[src/design/matrix_log_pkg.sv]
/*
 * Shared constants for the matrix log engine
 * Data, index, result field and FIFO sizes
 * State enums for the sequencer and the log unit FSMs
 */

package matrix_log_pkg;

  ////////////////////////////////////////////////////////////////////////////
  // Widths
  ////////////////////////////////////////////////////////////////////////////

  // Input element and result word
  localparam int DATA_SIZE = 32;

  // Matrix sizes and row/column indices, sizes 1 to 255
  localparam int INDEX_SIZE = 8;

  // Result fields, leading-one position above left-aligned remainder
  localparam int LOG_INT_SIZE  = 5;
  localparam int LOG_FRAC_SIZE = 27;

  ////////////////////////////////////////////////////////////////////////////
  // Element FIFO
  ////////////////////////////////////////////////////////////////////////////

  // Depth is a power of two so the pointers wrap on their own
  localparam int FIFO_DEPTH     = 8;
  localparam int FIFO_ADDR_SIZE = 3;

  ////////////////////////////////////////////////////////////////////////////
  // FSM states
  ////////////////////////////////////////////////////////////////////////////

  // SEQ_ROW waits for an I strobe, SEQ_COL for a J strobe
  typedef enum logic [1:0] {
    SEQ_IDLE,
    SEQ_ROW,
    SEQ_COL
  } seq_state_e;

  typedef enum logic [1:0] {
    LOG_IDLE,
    LOG_NORM,
    LOG_DONE
  } log_state_e;

endpackage

[src/design/matrix_log_sequencer.sv]
/*
 * Input sequencer for the matrix log engine
 * Walks rows and columns on the I/J strobes, tags each element
 * with row-last and matrix-last, and writes it into the FIFO
 * Drops elements on a full FIFO and keeps a sticky overflow flag
 */

module matrix_log_sequencer (
  input  logic                                  CLK,
  input  logic                                  RST,
  // Control
  input  logic                                  START,
  input  logic                                  DATA_IN_I_ENABLE,
  input  logic                                  DATA_IN_J_ENABLE,
  // Data
  input  logic [matrix_log_pkg::INDEX_SIZE-1:0] SIZE_I_IN,
  input  logic [matrix_log_pkg::INDEX_SIZE-1:0] SIZE_J_IN,
  input  logic [ matrix_log_pkg::DATA_SIZE-1:0] DATA_IN,
  // FIFO write side
  input  logic                                  full,
  output logic                                  push,
  output logic [ matrix_log_pkg::DATA_SIZE-1:0] push_data,
  output logic                                  push_row_last,
  output logic                                  push_matrix_last,
  // Status
  output logic                                  OVERFLOW
);

  import matrix_log_pkg::*;

  ////////////////////////////////////////////////////////////////////////////
  // Signals
  ////////////////////////////////////////////////////////////////////////////

  seq_state_e            state;

  // Sizes latched at START
  logic [INDEX_SIZE-1:0] size_i_r;
  logic [INDEX_SIZE-1:0] size_j_r;

  // Position of the element now expected
  logic [INDEX_SIZE-1:0] i_idx;
  logic [INDEX_SIZE-1:0] j_idx;

  logic                  start_take;
  logic                  take;
  logic                  row_last;
  logic                  matrix_last;

  // Element registered and waiting for its FIFO write
  logic                  pend_valid;
  logic                  drop;

  ////////////////////////////////////////////////////////////////////////////
  // Decode
  ////////////////////////////////////////////////////////////////////////////

  assign start_take = (state == SEQ_IDLE) && START;

  // Only the strobe of the expected kind counts
  assign take = ((state == SEQ_ROW) && DATA_IN_I_ENABLE) ||
                ((state == SEQ_COL) && DATA_IN_J_ENABLE);

  // Tags for the element taken this cycle
  assign row_last    = (j_idx == size_j_r - INDEX_SIZE'(1));
  assign matrix_last = row_last && (i_idx == size_i_r - INDEX_SIZE'(1));

  // Full is checked in the write cycle, so a push issued the cycle
  // before is already counted
  assign push = pend_valid && !full;
  assign drop = pend_valid && full;

  ////////////////////////////////////////////////////////////////////////////
  // Row and column FSM
  ////////////////////////////////////////////////////////////////////////////

  always_ff @(posedge CLK or posedge RST) begin
    if (RST) begin
      state    <= SEQ_IDLE;
      size_i_r <= '0;
      size_j_r <= '0;
      i_idx    <= '0;
      j_idx    <= '0;
    end else begin
      case (state)
        SEQ_IDLE: begin
          if (START) begin
            size_i_r <= SIZE_I_IN;
            size_j_r <= SIZE_J_IN;
            i_idx    <= '0;
            j_idx    <= '0;
            state    <= SEQ_ROW;
          end
        end
        SEQ_ROW, SEQ_COL: begin
          // Indices advance even when the element gets dropped
          if (take) begin
            if (row_last) begin
              j_idx <= '0;
              if (matrix_last) begin
                state <= SEQ_IDLE;
              end else begin
                i_idx <= i_idx + INDEX_SIZE'(1);
                state <= SEQ_ROW;
              end
            end else begin
              j_idx <= j_idx + INDEX_SIZE'(1);
              state <= SEQ_COL;
            end
          end
        end
        default: begin
          state <= SEQ_IDLE;
        end
      endcase
    end
  end

  ////////////////////////////////////////////////////////////////////////////
  // Write request and overflow
  ////////////////////////////////////////////////////////////////////////////

  always_ff @(posedge CLK or posedge RST) begin
    if (RST) begin
      pend_valid <= 1'b0;
      OVERFLOW   <= 1'b0;
    end else begin
      pend_valid <= take;
      // A drop in the START cycle still counts
      OVERFLOW   <= (OVERFLOW && !start_take) || drop;
    end
  end

  // Element and tags held for the write cycle
  always_ff @(posedge CLK) begin
    if (take) begin
      push_data        <= DATA_IN;
      push_row_last    <= row_last;
      push_matrix_last <= matrix_last;
    end
  end

endmodule

[src/design/element_fifo.sv]
/*
 * Circular buffer of input elements with their two tag bits
 * Occupancy count gives full and empty
 * Head entry is always shown on the read side
 */

module element_fifo (
  input  logic                                 CLK,
  input  logic                                 RST,
  // Write side
  input  logic                                 push,
  input  logic [matrix_log_pkg::DATA_SIZE-1:0] push_data,
  input  logic                                 push_row_last,
  input  logic                                 push_matrix_last,
  // Read side
  input  logic                                 pop,
  output logic [matrix_log_pkg::DATA_SIZE-1:0] pop_data,
  output logic                                 pop_row_last,
  output logic                                 pop_matrix_last,
  // Status
  output logic                                 full,
  output logic                                 empty
);

  import matrix_log_pkg::*;

  ////////////////////////////////////////////////////////////////////////////
  // Storage
  ////////////////////////////////////////////////////////////////////////////

  // Entry layout {matrix_last, row_last, data}
  logic [DATA_SIZE+1:0]     mem [FIFO_DEPTH];

  logic [FIFO_ADDR_SIZE-1:0] wr_ptr;
  logic [FIFO_ADDR_SIZE-1:0] rd_ptr;

  // One bit wider than the pointers to hold FIFO_DEPTH
  logic [FIFO_ADDR_SIZE:0]   count;

  // Writer only pushes when not full
  always_ff @(posedge CLK) begin
    if (push) begin
      mem[wr_ptr] <= {push_matrix_last, push_row_last, push_data};
    end
  end

  ////////////////////////////////////////////////////////////////////////////
  // Pointers and count
  ////////////////////////////////////////////////////////////////////////////

  always_ff @(posedge CLK or posedge RST) begin
    if (RST) begin
      wr_ptr <= '0;
      rd_ptr <= '0;
      count  <= '0;
    end else begin
      if (push) begin
        wr_ptr <= wr_ptr + FIFO_ADDR_SIZE'(1);
      end
      if (pop) begin
        rd_ptr <= rd_ptr + FIFO_ADDR_SIZE'(1);
      end
      // Simultaneous push and pop leave the count unchanged
      case ({push, pop})
        2'b10:   count <= count + 1'b1;
        2'b01:   count <= count - 1'b1;
        default: count <= count;
      endcase
    end
  end

  ////////////////////////////////////////////////////////////////////////////
  // Outputs
  ////////////////////////////////////////////////////////////////////////////

  // Head entry
  assign {pop_matrix_last, pop_row_last, pop_data} = mem[rd_ptr];

  assign full  = (count == FIFO_DEPTH);
  assign empty = (count == '0);

endmodule

[src/design/log2_unit.sv]
/*
 * Iterative base-2 log unit
 * Normalizes one bit per cycle up to the leading one, then
 * writes {position, bits below it} to the output with the strobes
 */

module log2_unit (
  input  logic                                 CLK,
  input  logic                                 RST,
  // FIFO read side
  input  logic [matrix_log_pkg::DATA_SIZE-1:0] pop_data,
  input  logic                                 pop_row_last,
  input  logic                                 pop_matrix_last,
  input  logic                                 empty,
  output logic                                 pop,
  // Result
  output logic [matrix_log_pkg::DATA_SIZE-1:0] DATA_OUT,
  output logic                                 DATA_OUT_I_ENABLE,
  output logic                                 DATA_OUT_J_ENABLE,
  output logic                                 READY
);

  import matrix_log_pkg::*;

  ////////////////////////////////////////////////////////////////////////////
  // Signals
  ////////////////////////////////////////////////////////////////////////////

  log_state_e              state;

  // Working copy of the element, shifted left until the MSB is set
  logic [DATA_SIZE-1:0]    mant;

  // Position of the leading one, counts down with each shift
  logic [LOG_INT_SIZE-1:0] exp_r;

  // Tags carried along with the element
  logic                    row_last_r;
  logic                    matrix_last_r;

  logic                    head_done;
  logic [DATA_SIZE-1:0]    result;

  ////////////////////////////////////////////////////////////////////////////
  // Decode
  ////////////////////////////////////////////////////////////////////////////

  // Take the head only between elements
  assign pop = (state == LOG_IDLE) && !empty;

  // Zero or already normalized, no shift needed
  assign head_done = (pop_data == '0) || pop_data[DATA_SIZE-1];

  // Leading one dropped, remainder left-aligned, low bits truncated
  assign result = (mant == '0) ? '0 :
                  {exp_r, mant[DATA_SIZE-2 -: LOG_FRAC_SIZE]};

  ////////////////////////////////////////////////////////////////////////////
  // Control FSM and output registers
  ////////////////////////////////////////////////////////////////////////////

  always_ff @(posedge CLK or posedge RST) begin
    if (RST) begin
      state             <= LOG_IDLE;
      DATA_OUT          <= '0;
      DATA_OUT_I_ENABLE <= 1'b0;
      DATA_OUT_J_ENABLE <= 1'b0;
      READY             <= 1'b0;
    end else begin
      // Strobes last one cycle
      DATA_OUT_I_ENABLE <= 1'b0;
      DATA_OUT_J_ENABLE <= 1'b0;
      READY             <= 1'b0;
      case (state)
        LOG_IDLE: begin
          if (pop) begin
            state <= head_done ? LOG_DONE : LOG_NORM;
          end
        end
        LOG_NORM: begin
          // Bit below the MSB shifts up this cycle
          if (mant[DATA_SIZE-2]) begin
            state <= LOG_DONE;
          end
        end
        LOG_DONE: begin
          DATA_OUT          <= result;
          DATA_OUT_J_ENABLE <= 1'b1;
          DATA_OUT_I_ENABLE <= row_last_r;
          READY             <= matrix_last_r;
          state             <= LOG_IDLE;
        end
        default: begin
          state <= LOG_IDLE;
        end
      endcase
    end
  end

  ////////////////////////////////////////////////////////////////////////////
  // Normalizer datapath
  ////////////////////////////////////////////////////////////////////////////

  always_ff @(posedge CLK) begin
    if (pop) begin
      // Load with the top position, shifts bring it down
      mant          <= pop_data;
      exp_r         <= LOG_INT_SIZE'(DATA_SIZE - 1);
      row_last_r    <= pop_row_last;
      matrix_last_r <= pop_matrix_last;
    end else if (state == LOG_NORM) begin
      mant  <= mant << 1;
      exp_r <= exp_r - LOG_INT_SIZE'(1);
    end
  end

endmodule

[src/design/matrix_log_top.sv]
/*
 * Top level of the matrix log engine
 * Sequencer feeds the element FIFO, the log unit drains it
 */

module matrix_log_top (
  input  logic                                  CLK,
  input  logic                                  RST,
  // Control
  input  logic                                  START,
  input  logic                                  DATA_IN_I_ENABLE,
  input  logic                                  DATA_IN_J_ENABLE,
  output logic                                  DATA_OUT_I_ENABLE,
  output logic                                  DATA_OUT_J_ENABLE,
  output logic                                  READY,
  output logic                                  OVERFLOW,
  // Data
  input  logic [matrix_log_pkg::INDEX_SIZE-1:0] SIZE_I_IN,
  input  logic [matrix_log_pkg::INDEX_SIZE-1:0] SIZE_J_IN,
  input  logic [ matrix_log_pkg::DATA_SIZE-1:0] DATA_IN,
  output logic [ matrix_log_pkg::DATA_SIZE-1:0] DATA_OUT
);

  import matrix_log_pkg::*;

  ////////////////////////////////////////////////////////////////////////////
  // Internal wires
  ////////////////////////////////////////////////////////////////////////////

  // Sequencer to FIFO
  logic                 push;
  logic [DATA_SIZE-1:0] push_data;
  logic                 push_row_last;
  logic                 push_matrix_last;
  logic                 full;

  // FIFO to log unit
  logic                 pop;
  logic [DATA_SIZE-1:0] pop_data;
  logic                 pop_row_last;
  logic                 pop_matrix_last;
  logic                 empty;

  ////////////////////////////////////////////////////////////////////////////
  // Instances
  ////////////////////////////////////////////////////////////////////////////

  matrix_log_sequencer u_sequencer (
    .CLK             (CLK),
    .RST             (RST),
    .START           (START),
    .DATA_IN_I_ENABLE(DATA_IN_I_ENABLE),
    .DATA_IN_J_ENABLE(DATA_IN_J_ENABLE),
    .SIZE_I_IN       (SIZE_I_IN),
    .SIZE_J_IN       (SIZE_J_IN),
    .DATA_IN         (DATA_IN),
    .full            (full),
    .push            (push),
    .push_data       (push_data),
    .push_row_last   (push_row_last),
    .push_matrix_last(push_matrix_last),
    .OVERFLOW        (OVERFLOW)
  );

  element_fifo u_fifo (
    .CLK             (CLK),
    .RST             (RST),
    .push            (push),
    .push_data       (push_data),
    .push_row_last   (push_row_last),
    .push_matrix_last(push_matrix_last),
    .pop             (pop),
    .pop_data        (pop_data),
    .pop_row_last    (pop_row_last),
    .pop_matrix_last (pop_matrix_last),
    .full            (full),
    .empty           (empty)
  );

  // Results leave in FIFO order, so in input order
  log2_unit u_log2 (
    .CLK              (CLK),
    .RST              (RST),
    .pop_data         (pop_data),
    .pop_row_last     (pop_row_last),
    .pop_matrix_last  (pop_matrix_last),
    .empty            (empty),
    .pop              (pop),
    .DATA_OUT         (DATA_OUT),
    .DATA_OUT_I_ENABLE(DATA_OUT_I_ENABLE),
    .DATA_OUT_J_ENABLE(DATA_OUT_J_ENABLE),
    .READY            (READY)
  );

endmodule

[config.mk]
export PLATFORM = sky130hd
export DESIGN_NAME = matrix_log_top
export DESIGN_NICKNAME = d
export VERILOG_FILES = /design/src/design/matrix_log_pkg.sv /design/src/design/matrix_log_sequencer.sv /design/src/design/element_fifo.sv /design/src/design/log2_unit.sv /design/src/design/matrix_log_top.sv
export SDC_FILE = /design/constraint.sdc
export NUM_CORES = 1
export LEC_CHECK = 0
export CAP_MARGIN = 20
export CORE_ASPECT_RATIO = 0.9
export CORE_MARGIN = 2
export CORE_UTILIZATION = 45
export CTS_CLUSTER_SIZE = 8
export DETAILED_ROUTE_END_ITERATION = 16
export DONT_BUFFER_PORTS = 1
export GPL_ROUTABILITY_DRIVEN = 0
export PLACE_DENSITY_LB_ADDON = 0.3
export SLEW_MARGIN = 20
export SYNTH_ARGS = -nofsm -noshare
export SYNTH_HDL_FRONTEND = slang
export SYNTH_SLANG_ARGS = --single-unit
export TNS_END_PERCENT = 100
[constraint.sdc]
create_clock -name CLK -period 8.53 [get_ports CLK]
set_input_delay 0.853 -clock CLK [delete_from_list [all_inputs] [get_ports CLK]]
set_output_delay 0.853 -clock CLK [all_outputs]
set_load 0.03 [all_outputs]
# After elaboration in Yosys (flattened, before gate mapping)
# Memories as Yosys holds them, arrays and structs flattened.
# Index checks and enable logic that the tools add are counted.
# totals
reg_bits	156
latch_bits	0
mem_bits_rw	272
mem_bits_ro	0
in_bits	53
output_inout_bits	36
elab_cells	101
memories	1
# op_classes
addsub	9
n_mul	0
n_div	0
magnitude_cmp	0
n_eq_ne	15
shift	0
mux	26
n_bitwise	0
n_reduce_logical	28
# mem_list
name	depth	word_bits	read_ports	rd_ports_with_merged_regs	write_ports	line_no	text
u_fifo.mem	8	34	1	0	1	element_fifo.sv:32	logic [DATA_SIZE+1:0] mem [FIFO_DEPTH];
# ops
op	count
$mux W32	3
$logic_not A32 Y1	2
$mux W8	6
$pmux W8 S2	2
$add A8 B1 Y8 const B	2
$eq A8 B8 Y1	2
$sub A8 B1 Y8 const B	2
$mux W2	6
$logic_and A1 B1 Y1	8
$pmux W2 S2	2
$pmux W4 S2	1
$add A3 B1 Y3 const B	2
$eq A2 B1 Y1 const B	3
$eq A2 B2 Y1 const B	3
$mux W1	6
$ne A2 B1 Y1 const B	3
$ne A2 B2 Y1 const B	3
$reduce_and A2 Y1	3
$reduce_bool A2 Y1	3
$reduce_and A5 Y1	1
$sub A5 B1 Y5 const B	1
$add A4 B1 Y4 const B	1
$eq A4 B4 Y1 const B	1
$logic_not A2 Y1	2
other kinds (6)	10

# Logic depth before layout (Yosys ltp)
# Gate-level depths: netlist of the first run.
# logic_depth
word_depth	7
depth_mapped	11
ltp_nobuf	11

# Modules after synthesis
# From an unflattened synthesis of the first run, not the netlist that was laid out.
# unflattened
hier_cells	1057
area_unflattened_um2	17431.7
# modules_own_cells
module	n_inst	cells_per_inst	area_each_um2	seq_area_each_um2
element_fifo	1	455	10857.9	8418.1
matrix_log_sequencer	1	273	3367.0	1921.8
log2_unit	1	329	3206.8	2047.0

# Worst setup path before layout of the first run
# Ideal clock, no wire load.
# synth_timing
path_kind	flip-flop to flip-flop
startpoint	register u_fifo.count[0]
endpoint	memory u_fifo.mem[0][0] (netlist bit), enable pin
setup_ps	510
arrival_time_ps	4153
path_slack_ps	3867
path_stages_with_launch	6
path_cell_list	dfrtp_1 > nor3_1 > nand2_1 > and2_1 > clkinv_1 > nor4_1
# synth_via
elab_chain_len	5
# synth_lines
element	line_no	text
from (decl)	element_fifo.sv:38	logic [FIFO_ADDR_SIZE:0] count;
from (signal assigned)	element_fifo.sv:65	2'b10: count <= count + 1'b1;
from (signal assigned)	element_fifo.sv:66	2'b01: count <= count - 1'b1;
from (signal assigned)	element_fifo.sv:67	default: count <= count;
$eq A4 B4 Y1	element_fifo.sv:79	assign full = (count == FIFO_DEPTH);
$logic_not A1 Y1	matrix_log_sequencer.sv:70	assign push = pend_valid && !full;
$logic_and A1 B1 Y1	matrix_log_sequencer.sv:70	
$mux W1	element_fifo.sv:42	if (push) begin
$mux W1 (implied by the code)	element_fifo.sv:43	mem[wr_ptr] <= {push_matrix_last, push_row_last, push_data};
to (decl)	element_fifo.sv:32	
# Every way passes these cells.

# Final worst setup path of the first run
# layout_timing
startpoint	register u_fifo.rd_ptr[0]
endpoint	register u_log2.state[1]
# layout_via
elab_chain_len	6
# layout_lines
element	line_no	text
from (decl)	element_fifo.sv:35	logic [FIFO_ADDR_SIZE-1:0] rd_ptr;
from (signal assigned)	element_fifo.sv:61	rd_ptr <= rd_ptr + FIFO_ADDR_SIZE'(1);
$mem_v2 Z8 W34 (*)	n/a	
$logic_not A32 Y1	log2_unit.sv:52	assign head_done = (pop_data == '0) || pop_data[DATA_SIZE-1];
$logic_or A1 B1 Y1 (*)	log2_unit.sv:52	
$mux W2 (*)	log2_unit.sv:77	state <= head_done ? LOG_DONE : LOG_NORM;
$mux W2 (*)	log2_unit.sv:76	if (pop) begin
$pmux W2 S2 (*)	log2_unit.sv:74	case (state)
to (signal assigned)	log2_unit.sv:77	
to (decl)	log2_unit.sv:29	log_state_e state;
# Mark *: on every way between the ends. The rest lies on a longest branch, timed or not. The select of a mux whose other input is x is not followed.
# A chain may end at the register's enable or synchronous reset.

==> results of run 1 <==
==> state kept, by name (all words and copies together) (netlist names) <==
signal,count
u_sequencer.pend_valid,1
u_fifo.count,4
u_log2.matrix_last_r,1
u_sequencer.push_matrix_last,1
u_log2.DATA_OUT,32
u_sequencer.size_j_r,8
u_fifo.wr_ptr,3
u_sequencer.push_data,32
u_log2.DATA_OUT_I_ENABLE,1
u_log2.exp_r,5
u_log2.READY,1
u_sequencer.push_row_last,1
u_log2.row_last_r,1
u_fifo.mem,272
u_sequencer.size_i_r,8
u_sequencer.state,2
u_fifo.rd_ptr,3
u_log2.state,2
u_sequencer.i_idx,8
u_log2.DATA_OUT_J_ENABLE,1
u_sequencer.j_idx,8
u_sequencer.OVERFLOW,1
u_log2.mant,32
==> worst register-to-register path, cell delays in order (launching register included) <==
cell and delay, ns:
dfrtp_4 0.59, buf_4 0.82, mux4_2 0.68, o41ai_1 0.35, o21ai_0 0.23, nor4_1 0.37
nand2_1 0.19, a21oi_1 0.24, a21o_1 0.11
==> power groups by stage <==
stage	Sequential [mW]	Clock [mW]	Combinational [mW]
2_1_floorplan	3.25	0	1.44
3_3_place_gp	3.47	0	1.80
3_5_place_dp	3.48	0	1.81
4_1_cts	3.45	2.24	1.82
5_1_grt	3.51	2.33	2.01
6_report	3.45	2.19	1.80
==> cell families (layout without fill, tap and decap cells) <==
logic type | Yosys count | after routing
buffers and inverters | 63 | 150
muxes | 119 | 119
DFF | 428 | 428
and+or+nand+nor | 248 | 248
AOI/OAI and AO/OA | 102 | 102
adders and majority gates | 15 | 15
xor gates and xnor gates | 28 | 28
==> placed cells by master, fill, tap and decap left out, drive strengths merged, types with 10 or more instances in the layout <==
master / count
nand2: 142
ha: 14
a21oi: 14
inv: 22
mux4: 68
edfxtp: 340
mux2i: 33
buf: 16
dfrtp: 83
nor4: 18
mux2: 18
clkbuf: 110
nand4: 10
o21ai: 52
xnor2: 20
nor2: 16
nor3: 13
nand3: 11
==> metal layers <==
layer	routed length [um]	up-vias	GRT usage [%]	part of all wire (%)
met5	0	-	0	0
met4	727	0	6.36	2.1
met3	2260	59	4.12	6.5
met2	16200	267	27.9	46
met1	15800	4472	26.1	45
li1	-	3966	-	-
==> area by class of cell <==
class / count / area [um^2]
fillers: 2990 / 17800
flip-flops and latches: 428 / 12400
multi-input cells: 512 / 4350
clock buffers: 110 / 1730
well taps: 483 / 604
repair buffers: 16 / 120
inverters: 23 / 87.6
clock inverters: 1 / 20.0
==> worst max-delay path by stage <==
stage / startpoint / endpoint / slack [ns] / cells after the start
6_report: u_fifo.rd_ptr[0] / u_log2.state[1] / 4.92 / 8
3_3_place_gp: u_fifo.rd_ptr[0] / u_log2.state[1] / 4.97 / 8
4_1_cts: u_fifo.rd_ptr[0] / u_log2.state[1] / 4.92 / 8
5_1_grt: u_fifo.rd_ptr[0] / u_log2.state[1] / 4.58 / 8
2_1_floorplan: u_fifo.count[0] / u_fifo.mem[0][0] / 3.87 / 5
3_5_place_dp: u_fifo.rd_ptr[0] / u_log2.state[1] / 4.95 / 8
==> synth_stat cells, types with 3 or more instances <==
library cell / number / area share [%]
nand4_1: 10 / 0.37
o31ai_1: 5 / 0.22
mux2i_1: 33 / 2.0
a21oi_1: 14 / 0.41
dfxtp_1: 5 / 0.59
or3_1: 8 / 0.30
or4_1: 5 / 0.22
a22o_1: 6 / 0.31
buf_2: 3 / 0.089
nand2b_1: 5 / 0.18
nor2b_1: 6 / 0.22
nor3_1: 13 / 0.38
buf_1: 9 / 0.20
clkbuf_1: 27 / 0.60
mux2_2: 18 / 1.2
nor2_1: 16 / 0.35
edfxtp_1: 340 / 60
nor4_1: 17 / 0.63
nand3_1: 11 / 0.33
inv_1: 22 / 0.49
dfrtp_1: 83 / 12
mux4_2: 68 / 9.0
and3_1: 3 / 0.11
and2_1: 3 / 0.11
ha_1: 14 / 1.0
o21ai_0: 52 / 1.5
xnor2_1: 20 / 1.0
a21o_1: 3 / 0.13
o211ai_1: 4 / 0.18
xor2_1: 8 / 0.41
nand2_1: 142 / 3.1
==> metrics.yaml, run 1 <==
pwr:
  clkPwrFrac_pct: 29.5
  power_density_mw_per_mm2: 385
  peakVddDrop_mv: 0.251
  swShare_pct: 33.3
  p_seq_share_pct: 46.3
  leakage_nw: 6.77
  switching_power_mw: 2.48
  pwr-share-comb_pct: 24.2
  p_int_mw: 4.96
  total_power_mw: 7.44
drt:
  avgRoutedWirePerCell_um: 22.2
  drtIter0Drc: 816
  drc: 0
  vias: 8764
  antenna_left: 0
  dr.pass1.iters: 5
  drt_wl_total_um: 34900
  vias_per_cell: 5.57
synth:
  syn_avg_cell_area_um2: 16.9
  synth_top_family_by_area: "multiplexers"
  ys_seq_elements: 428
  synth-xor-area-share_pct: 1.45
  syn-cell-area_mm2: 0.0169
  synth_edf_count: 340
  yosysUniqueCellTypes: 57
  syn_inst: 1003
  synth_fa_ha_area_share_pct: 1.15
  async_flop_share_pct: 19.4
  synth_warnings: 0
  synthSimpleGateAreaFrac_pct: 6.85
  ys.flop_type: "edfxtp_1"
  syn_nets: 1071
  synth-compound-area-share_pct: 3.74
  ys_seq_area_share_pct: 73.2
  synthMuxAreaShare_pct: 12.2
flow_run:
  drv_cap: 0
sta:
  min_period_over_period_pct: 42.4
  finalHoldViolations: 0
  fin_ws_ns: 4.92
  maxSlewHeadroom_pct: 30.3
  finalSetupTns_ns: 0
  holdWs_ns: 0.133
  rsz0062_at_grt: "no"
  finalClockSkew_ns: 0.0180
  worst_pin_slew_ns: 1.05
  setup_violations: 0
  max_freq_mhz: 277
  period_minus_slack_ns: 3.61
  drv_slew: 0
worst_setup_path:
  worstPathRequired_ns: 9.07
  reg2reg_from: "u_fifo.rd_ptr[0]"
  cp_max_fo: 51
  r2r-end: "u_log2.state[1]"
  worst_path_largest_cell_delay_ns: 0.81
  cp-start-kind: "flip-flop"
  cp_top_family: "compound AO/OA/AOI/OAI gates"
  worstSetupPathType: "flip-flop to flip-flop"
  worstSetupEndpointType: "flip-flop"
  path_cells: "buf_4 -> mux4_2 -> o41ai_1 -> o21ai_0 -> nor4_1 -> nand2_1 -> a21oi_1 -> a21o_1"
  rrSetupSlack_ns: 4.92
  cpMaxStageDelayCell: "buf_4"
  r2r_cells: 8
  crit_arrival_ns: 4.15
  cp_num_buf_inv: 1
die:
  die_x_um: 208
  core_mm2: 0.0371
  num_rows: 67
  dieArea_mm2: 0.0392
  io_pins: 89
  initial_core_util_pct: 45.6
  die_h_um: 188
global_routing:
  antenna_found_initial: 0
  grt.overflow.total: 0
  grt_max_degree: 72
  first_global_vias: 8965
  grt_pass1_wl_um: 54000
  gr-usage-all-layers_pct: 18.3
place:
  dp_cells: 1462
  pre_cts_ws_ns: 4.95
  dp_hpwl_um: 20300
  placed_area_mm2: 0.0176
  port_buffers: 0
finish:
  finalNonFillerCells: 1573
  area_delta_synth_final_pct: 14.0
  utilization_pct: 52.0
  final_area_mm2: 0.0193
  final_nets: 1108
  antenna_cells: 0
  drive_gt1_share_pct: 17.2
cts:
  clock_path_buffers: 3
  cts.sinks: 428
  cts-buffers-inserted: 59
  postCtsSetupRepairBufs: 0
  root_buffer: "clkbuf_16"
  path_clk_slew_ns: 0.05
  clk_latency_ns: 0.60
  htree_num_levels: 2
  cts_tree: "done"
  cts-resized-gates: 0
  hold_buffers: 0
status:
  status: "complete, no violations"
worst_hold_path:
  hold_class: "input port to asynchronous set/reset pin"
Note: power is estimated with default switching activity, not from simulation.
==> inputs of run 2 (changes only) <==
==> constraint.sdc (replaced) <==
create_clock -name CLK -period 2.9 [get_ports CLK]
set_input_delay 0.29 -clock CLK [delete_from_list [all_inputs] [get_ports CLK]]
set_output_delay 0.29 -clock CLK [all_outputs]
set_load 0.03 [all_outputs]
==> run 2 against run 1 <==
Final area increased by 4.5%; first-iteration DRC count decreased by 5.6%; sequential share of layout area decreased by 2.8 points; flip-flop and latch count unchanged; core utilization increased by 2.4 points; wire length decreased by 0.13%; combinational power increased to 3.5 times the previous value; die area unchanged; global-route usage about the same; critical path type unchanged; highest routed layer unchanged.
==> metrics.yaml, run 2 (synthesized netlist as in run 1, its figures left out) <==
pwr:
  total_power_mw: 22.2  # +200%
  peakVddDrop_mv: 0.574  # +130%
  leakage_nw: 7.16  # +5.8%
  power_density_mw_per_mm2: 1100  # +190%
finish:
  area_delta_synth_final_pct: 19.2
  regMostFlops: "u_fifo.mem"
  final_nets: 1197  # +8.0%
  utilization_pct: 54.3  # +2.4 points
  antenna_cells: 0  # unchanged
  mostFrequentLayoutCells: "edfxtp_1 (340), nand2_1 (142), dfrtp_1 (80), mux4_2 (68), clkbuf_16 (59)"
  final_common_cell: "edfxtp_1"
  largest_reg_flops: 272  # unchanged
  drive_gt1_share_pct: 20.1  # +2.9 points
  finalNonFillerCells: 1635  # +3.9%
drt:
  met2RoutedLength_um: 16200  # +0.15%
  routed.top_layer: "met4"
  route.met3.wl_um: 1950  # -14%
  wl_met1_um: 16200  # +2.5%
  vias_per_cell: 5.55  # -0.33%
  vias: 9079  # +3.6%
  drt_wl_total_um: 34900  # -0.13%
  antenna_left: 0  # unchanged
  avgRoutedWirePerCell_um: 21.3  # -3.9%
  dr.pass1.iters: 5  # unchanged
  drtIter0Drc: 770  # -5.6%
  drc: 0  # unchanged
place:
  pre_cts_ws_ns: 0.0234  # -4.93 ns
  dp_cells: 1501  # +2.7%
  dp_hpwl_um: 20900  # +3.0%
  port_buffers: 0  # unchanged
flow_run:
  drv_cap: 0  # unchanged
worst_setup_path:
  r2r-end: "u_sequencer.i_idx[5]"
  worst_path_largest_cell_delay_ns: 0.52  # -0.29 ns
  worstSetupPathType: "flip-flop to flip-flop"
  worstSetupEndpointType: "flip-flop"
  crit_arrival_ns: 3.35  # -0.80 ns
  cp-start-kind: "flip-flop"
  worstPathRequired_ns: 3.41  # -5.66 ns
  path_cells: "inv_1 -> ha_2 -> or3b_4 -> nor4b_2 -> and3b_2 -> or3_4 -> a211o_4 -> or4_4 -> a21oi_2"
  cp_top_family: "simple AND/OR/NAND/NOR gates"
  rrSetupSlack_ns: 0.06  # -4.86 ns
  cp_max_fo: 5  # -90%
  reg2reg_from: "u_sequencer.size_j_r[0]"
  r2r_cells: 9  # +1
  cp_num_cells: 9  # +1
  cpMaxStageDelayCell: "or4_4"
  cp_num_buf_inv: 1  # unchanged
global_routing:
  grt_pass1_wl_um: 54500  # +1.1%
  grt_max_degree: 71  # -1.4%
  gr-usage-all-layers_pct: 18.3  # -0.034 points
  antenna_found_initial: 0  # unchanged
  first_global_vias: 9248  # +3.2%
  grt.overflow.total: 0  # unchanged
status:
  status: "complete, no violations"
sta:
  setup_violations: 0  # unchanged
  finalHoldViolations: 0  # unchanged
  min_period_over_period_pct: 97.9  # +56 points
  worst_pin_slew_ns: 0.901  # -0.144 ns
  drv_slew: 0  # unchanged
  finalClockSkew_ns: 0.0210  # +0.00307 ns
  holdWs_ns: 0.263  # +0.130 ns
  fin_ws_ns: 0.0595  # -4.86 ns
  rsz0062_at_grt: "yes"
  period_minus_slack_ns: 2.84  # -0.772 ns
  max_freq_mhz: 352  # +27%
  maxSlewHeadroom_pct: 39.9  # +9.6 points
worst_hold_path:
  whs_endpoint: "u_sequencer.state[0]"
  hp-start: "DATA_IN_J_ENABLE"
  min_delay_path_depth: 4
  hold_class: "input port to flip-flop"
cts:
  htree_num_levels: 2  # unchanged
  clk_latency_ns: 0.59  # about the same
  root_buffer: "clkbuf_16"
  cts-buffers-inserted: 59  # unchanged
  cts_tree: "done"
  clock_path_buffers: 3  # unchanged
  postCtsSetupRepairBufs: 0  # unchanged
  path_clk_slew_ns: 0.05  # about the same
  cts.sinks: 428  # unchanged
die:
  die_h_um: 188  # unchanged
  io_pins: 89  # unchanged
  die_x_um: 208  # unchanged
  dieArea_mm2: 0.0392  # unchanged
  num_rows: 67  # unchanged
  core_mm2: 0.0371  # unchanged
  initial_core_util_pct: 45.6  # unchanged
[run 2: layout make-up]
class,count,area (um^2)
fill,2889,17000
sequential,428,12400
multi-input combinational,512,4400
clock buffer,82,1560
timing repair buffer,105,1100
tap,483,604
inverter,23,87.6
clock inverter,2,28.8
[run 2: worst max path at each step]
| stage | slack [ns] | from | end |
|---|---|---|---|
| after global routing | -0.06 | u_sequencer.size_j_r[1] | u_sequencer.i_idx[5] |
| final | 0.06 | u_sequencer.size_j_r[0] | u_sequencer.i_idx[5] |
| after global placement | 0.08 | u_sequencer.size_j_r[0] | u_sequencer.i_idx[5] |
| after floorplan | -0.87 | u_fifo.count[0] | u_fifo.mem[2][0] |
| after CTS | 0.02 | u_sequencer.size_j_r[0] | u_sequencer.i_idx[5] |
| after detailed placement | 0.02 | u_sequencer.size_j_r[0] | u_sequencer.i_idx[5] |
[run 2: stage by stage]
stage / area [um^2] / setup TNS [ns]
4_1_cts: 20100 / 0
5_1_grt: 20200 / -0.138
6_report: 20200 / 0
2_1_floorplan: 16900 / -100.38
3_3_place_gp: 18000 / 0
3_5_place_dp: 18000 / 0
[run 2: report_power, final]
group,switching (mW),internal (mW)
Combinational,3.45,2.82
Clock,2.36,3.66
Sequential,1.50,8.38
[run 2: per-layer routing]
metal / up-vias / GRT usage (%)
met5: - / 0
met4: 0 / 5.34
met3: 41 / 3.57
met2: 258 / 28.2
met1: 4640 / 26.6
li1: 4140 / -
[run 2: worst min-delay path, cell delays in order]
cell	delay (ns)
a22o_2	0.22
nor2_1	0.09
a21oi_1	0.08
o32ai_1	0.12
[run 2: what timing repair did]
action                                  in CTS  in global routing
hold buffers                                50                  0
resized for setup                            0                  9
endpoints found under the setup margin       0                  5
hold endpoints to repair                   101                  0
==> inputs of run 3 (changes only) <==
--- a/config.mk
+++ b/config.mk
@@ -5,7 +5,10 @@
 export SDC_FILE = /design/constraint.sdc
 export NUM_CORES = 1
 export LEC_CHECK = 0
+export ABC_CLOCK_PERIOD_IN_PS = 2900
 export CAP_MARGIN = 20
+export CELL_PAD_IN_SITES_DETAIL_PLACEMENT = 1
+export CELL_PAD_IN_SITES_GLOBAL_PLACEMENT = 1
 export CORE_ASPECT_RATIO = 0.9
 export CORE_MARGIN = 2
 export CORE_UTILIZATION = 45
==> run 3 against run 2 <==
Clock skew rose by 0.0043 ns; first-iteration DRC count is 1.2% lower; register-to-register slack lost 0.03 ns; maximum frequency is 1.1% lower; combinational power up 3.3%; flip-flop and latch count unchanged; via count rose by 0.79%; wire length grew 5.3%; worst hold slack worse by 0.23 ns.
==> metrics.yaml, run 3 (synthesized netlist as in run 1, its figures left out) <==
status:
  status: "complete, no violations"
pwr:
  swShare_pct: 33.2  # +0.21 points
  switching_power_mw: 7.48  # +2.2%
  pwr-share-comb_pct: 28.8  # +0.5 points
  p_int_mw: 15.0  # +1.3%
  power_density_mw_per_mm2: 1110  # +1.2%
  p_seq_share_pct: 43.9  # -0.6 points
  peakVddDrop_mv: 0.502  # -13%
  clkPwrFrac_pct: 27.4  # +0.2 points
  leakage_nw: 7.19  # +0.43%
sta:
  min_period_over_period_pct: 99.0  # +1.1 points
  finalClockSkew_ns: 0.0253  # +0.00428 ns
  rsz0062_at_grt: "yes"
  finalHoldViolations: 0  # unchanged
  worst_pin_slew_ns: 0.833  # -0.0683 ns
  max_freq_mhz: 348  # -1.1%
  drv_slew: 0  # unchanged
  setup_violations: 0  # unchanged
  maxSlewHeadroom_pct: 44.4  # +4.5 points
  period_minus_slack_ns: 2.87  # +0.0305 ns
global_routing:
  grt_max_degree: 84  # +18%
  grt.overflow.total: 0  # unchanged
  grt_pass1_wl_um: 57900  # +6.1%
  gr-usage-all-layers_pct: 19.3  # +0.98 points
  first_global_vias: 9758  # +5.5%
  antenna_found_initial: 1  # +1
place:
  dp_hpwl_um: 22100  # +5.7%
  dp_cells: 1503  # +0.13%
  port_buffers: 0  # unchanged
finish:
  drive_gt1_share_pct: 20.5  # +0.50 points
  fill_cells: 3413  # +18%
  regMostFlops: "u_fifo.mem"
  largest_reg_flops: 272  # unchanged
  final_common_cell: "edfxtp_1"
  antenna_cells: 0  # unchanged
  mostFrequentLayoutCells: "edfxtp_1 (340), nand2_1 (142), dfrtp_1 (80), mux4_2 (68), clkbuf_16 (60)"
  finalNonFillerCells: 1651  # +0.98%
  area_delta_synth_final_pct: 19.7
  final_nets: 1200  # +0.25%
  utilization_pct: 54.6  # +0.23 points
die:
  die_x_um: 208  # unchanged
  io_pins: 89  # unchanged
  num_rows: 67  # unchanged
  initial_core_util_pct: 45.6  # unchanged
  core_mm2: 0.0371  # unchanged
  die_h_um: 188  # unchanged
  dieArea_mm2: 0.0392  # unchanged
cts:
  path_clk_slew_ns: 0.06  # about the same
  htree_num_levels: 2  # unchanged
  cts_tree: "done"
  clk_latency_ns: 0.58  # about the same
  cts.sinks: 428  # unchanged
  clock_path_buffers: 3  # unchanged
  root_buffer: "clkbuf_16"
  cts-buffers-inserted: 59  # unchanged
drt:
  vias: 9151  # +0.79%
  antenna_left: 0  # unchanged
  drc: 0  # unchanged
  drt_wl_total_um: 36700  # +5.3%
  dr.pass1.iters: 5  # unchanged
  avgRoutedWirePerCell_um: 22.3  # +4.3%
  drtIter0Drc: 761  # -1.2%
  vias_per_cell: 5.54  # -0.18%
worst_setup_path:
  r2r_cells: 10  # +1
  crit_arrival_ns: 3.37  # +0.02 ns
  r2r-end: "u_sequencer.i_idx[6]"
  worstSetupEndpointType: "flip-flop"
  reg2reg_from: "u_sequencer.size_j_r[0]"
  cp-start-kind: "flip-flop"
  cp_max_fo: 6  # +1
  worstSetupPathType: "flip-flop to flip-flop"
  rrSetupSlack_ns: 0.03  # -0.03 ns
  worstPathRequired_ns: 3.40  # about the same
worst_hold_path:
  hp-start: "START"
  whs_endpoint: "u_sequencer.i_idx[2]"
  hold_class: "input port to flip-flop"
  min_delay_path_depth: 3  # -1
flow_run:
  drv_cap: 0  # unchanged
-- run 3: cell types whose count changed in the layout (fill, tap and decap cells not counted), moves of 2 or more --
cell	before	now
or3_4	1	3
clkbuf_1	23	36
buf_4	39	44
or3_1	7	5
-- run 3: worst max-delay path by stage --
stage | end | depth (start not counted) | from
5_1_grt | u_sequencer.i_idx[4] | 10 | u_sequencer.size_j_r[0]
6_report | u_sequencer.i_idx[6] | 10 | u_sequencer.size_j_r[0]
3_5_place_dp | u_sequencer.i_idx[5] | 9 | u_sequencer.size_j_r[0]
2_1_floorplan | u_fifo.mem[2][0] | 5 | u_fifo.count[0]
4_1_cts | u_sequencer.i_idx[5] | 9 | u_sequencer.size_j_r[0]
3_3_place_gp | u_sequencer.i_idx[5] | 9 | u_sequencer.size_j_r[0]
-- run 3: metrics by stage --
| step | worst slack, ns | power [mW] | hold slack [ns] | TNS, ns | area (um^2) |
|---|---|---|---|---|---|
| after floorplan | -0.872 | 13.8 | 0.389 | -100.38 | 16900 |
| after global placement | 0.0331 | 16.2 | 0.315 | 0 | 18100 |
| after detailed placement | -0.0435 | 16.4 | 0.314 | -0.0480 | 18100 |
| after CTS | 0.000552 | 22.7 | 0.00722 | 0 | 20200 |
| after global routing | -0.0641 | 23.7 | 0.0400 | -0.152 | 20300 |
| final | 0.0290 | 22.5 | 0.0283 | 0 | 20300 |
-- run 3: area by class of cell --
| type | count | area (um^2) | share of cell area [%] |
|---|---|---|---|
| Multi-Input combinational cell | 512 | 4420 | 21.8 |
| Sequential cell | 428 | 12400 | 61.2 |
| Clock buffer | 96 | 1640 | 8.08 |
| Tap cell | 483 | 604 | 2.98 |
| Clock inverter | 1 | 8.76 | 0.0432 |
| Timing Repair Buffer | 108 | 1110 | 5.49 |
| Inverter | 23 | 87.6 | 0.432 |
-- run 3: critical path, stage by stage, from the launching register on --
cell and delay (ns):
dfrtp_1 0.38, inv_1 0.06, ha_2 0.17, or3b_4 0.39, nor4b_2 0.20, and3b_2 0.25
or3_4 0.35, a211o_4 0.35, buf_6 0.14, or3_4 0.37, a21oi_2 0.13
-- run 3: what timing repair did --
action / 4_1_cts / 5_1_grt
resized for setup: 0 / 14
pin swaps: 1 / 5
hold buffers: 49 / 0
hold endpoints to repair: 131 / 0
setup buffers: 0 / 2
setup endpoints to repair: 3 / 7
-- run 3: metal layers --
metal	up-vias	track usage [%]	part of all wire, %
met4	0	5.51	2.0
met5	-	0	0
met1	4681	27.5	45
met3	56	3.95	6.0
met2	274	30.2	47
li1	4140	-	-
-- run 3: power groups by stage --
stage | sequential [mW] | clock (mW) | combinational [mW]
2_1_floorplan | 9.57 | 0 | 4.25
3_3_place_gp | 9.91 | 0 | 6.29
3_5_place_dp | 9.99 | 0 | 6.41
5_1_grt | 10.0 | 6.54 | 7.16
6_report | 9.88 | 6.16 | 6.48
4_1_cts | 9.89 | 6.30 | 6.51
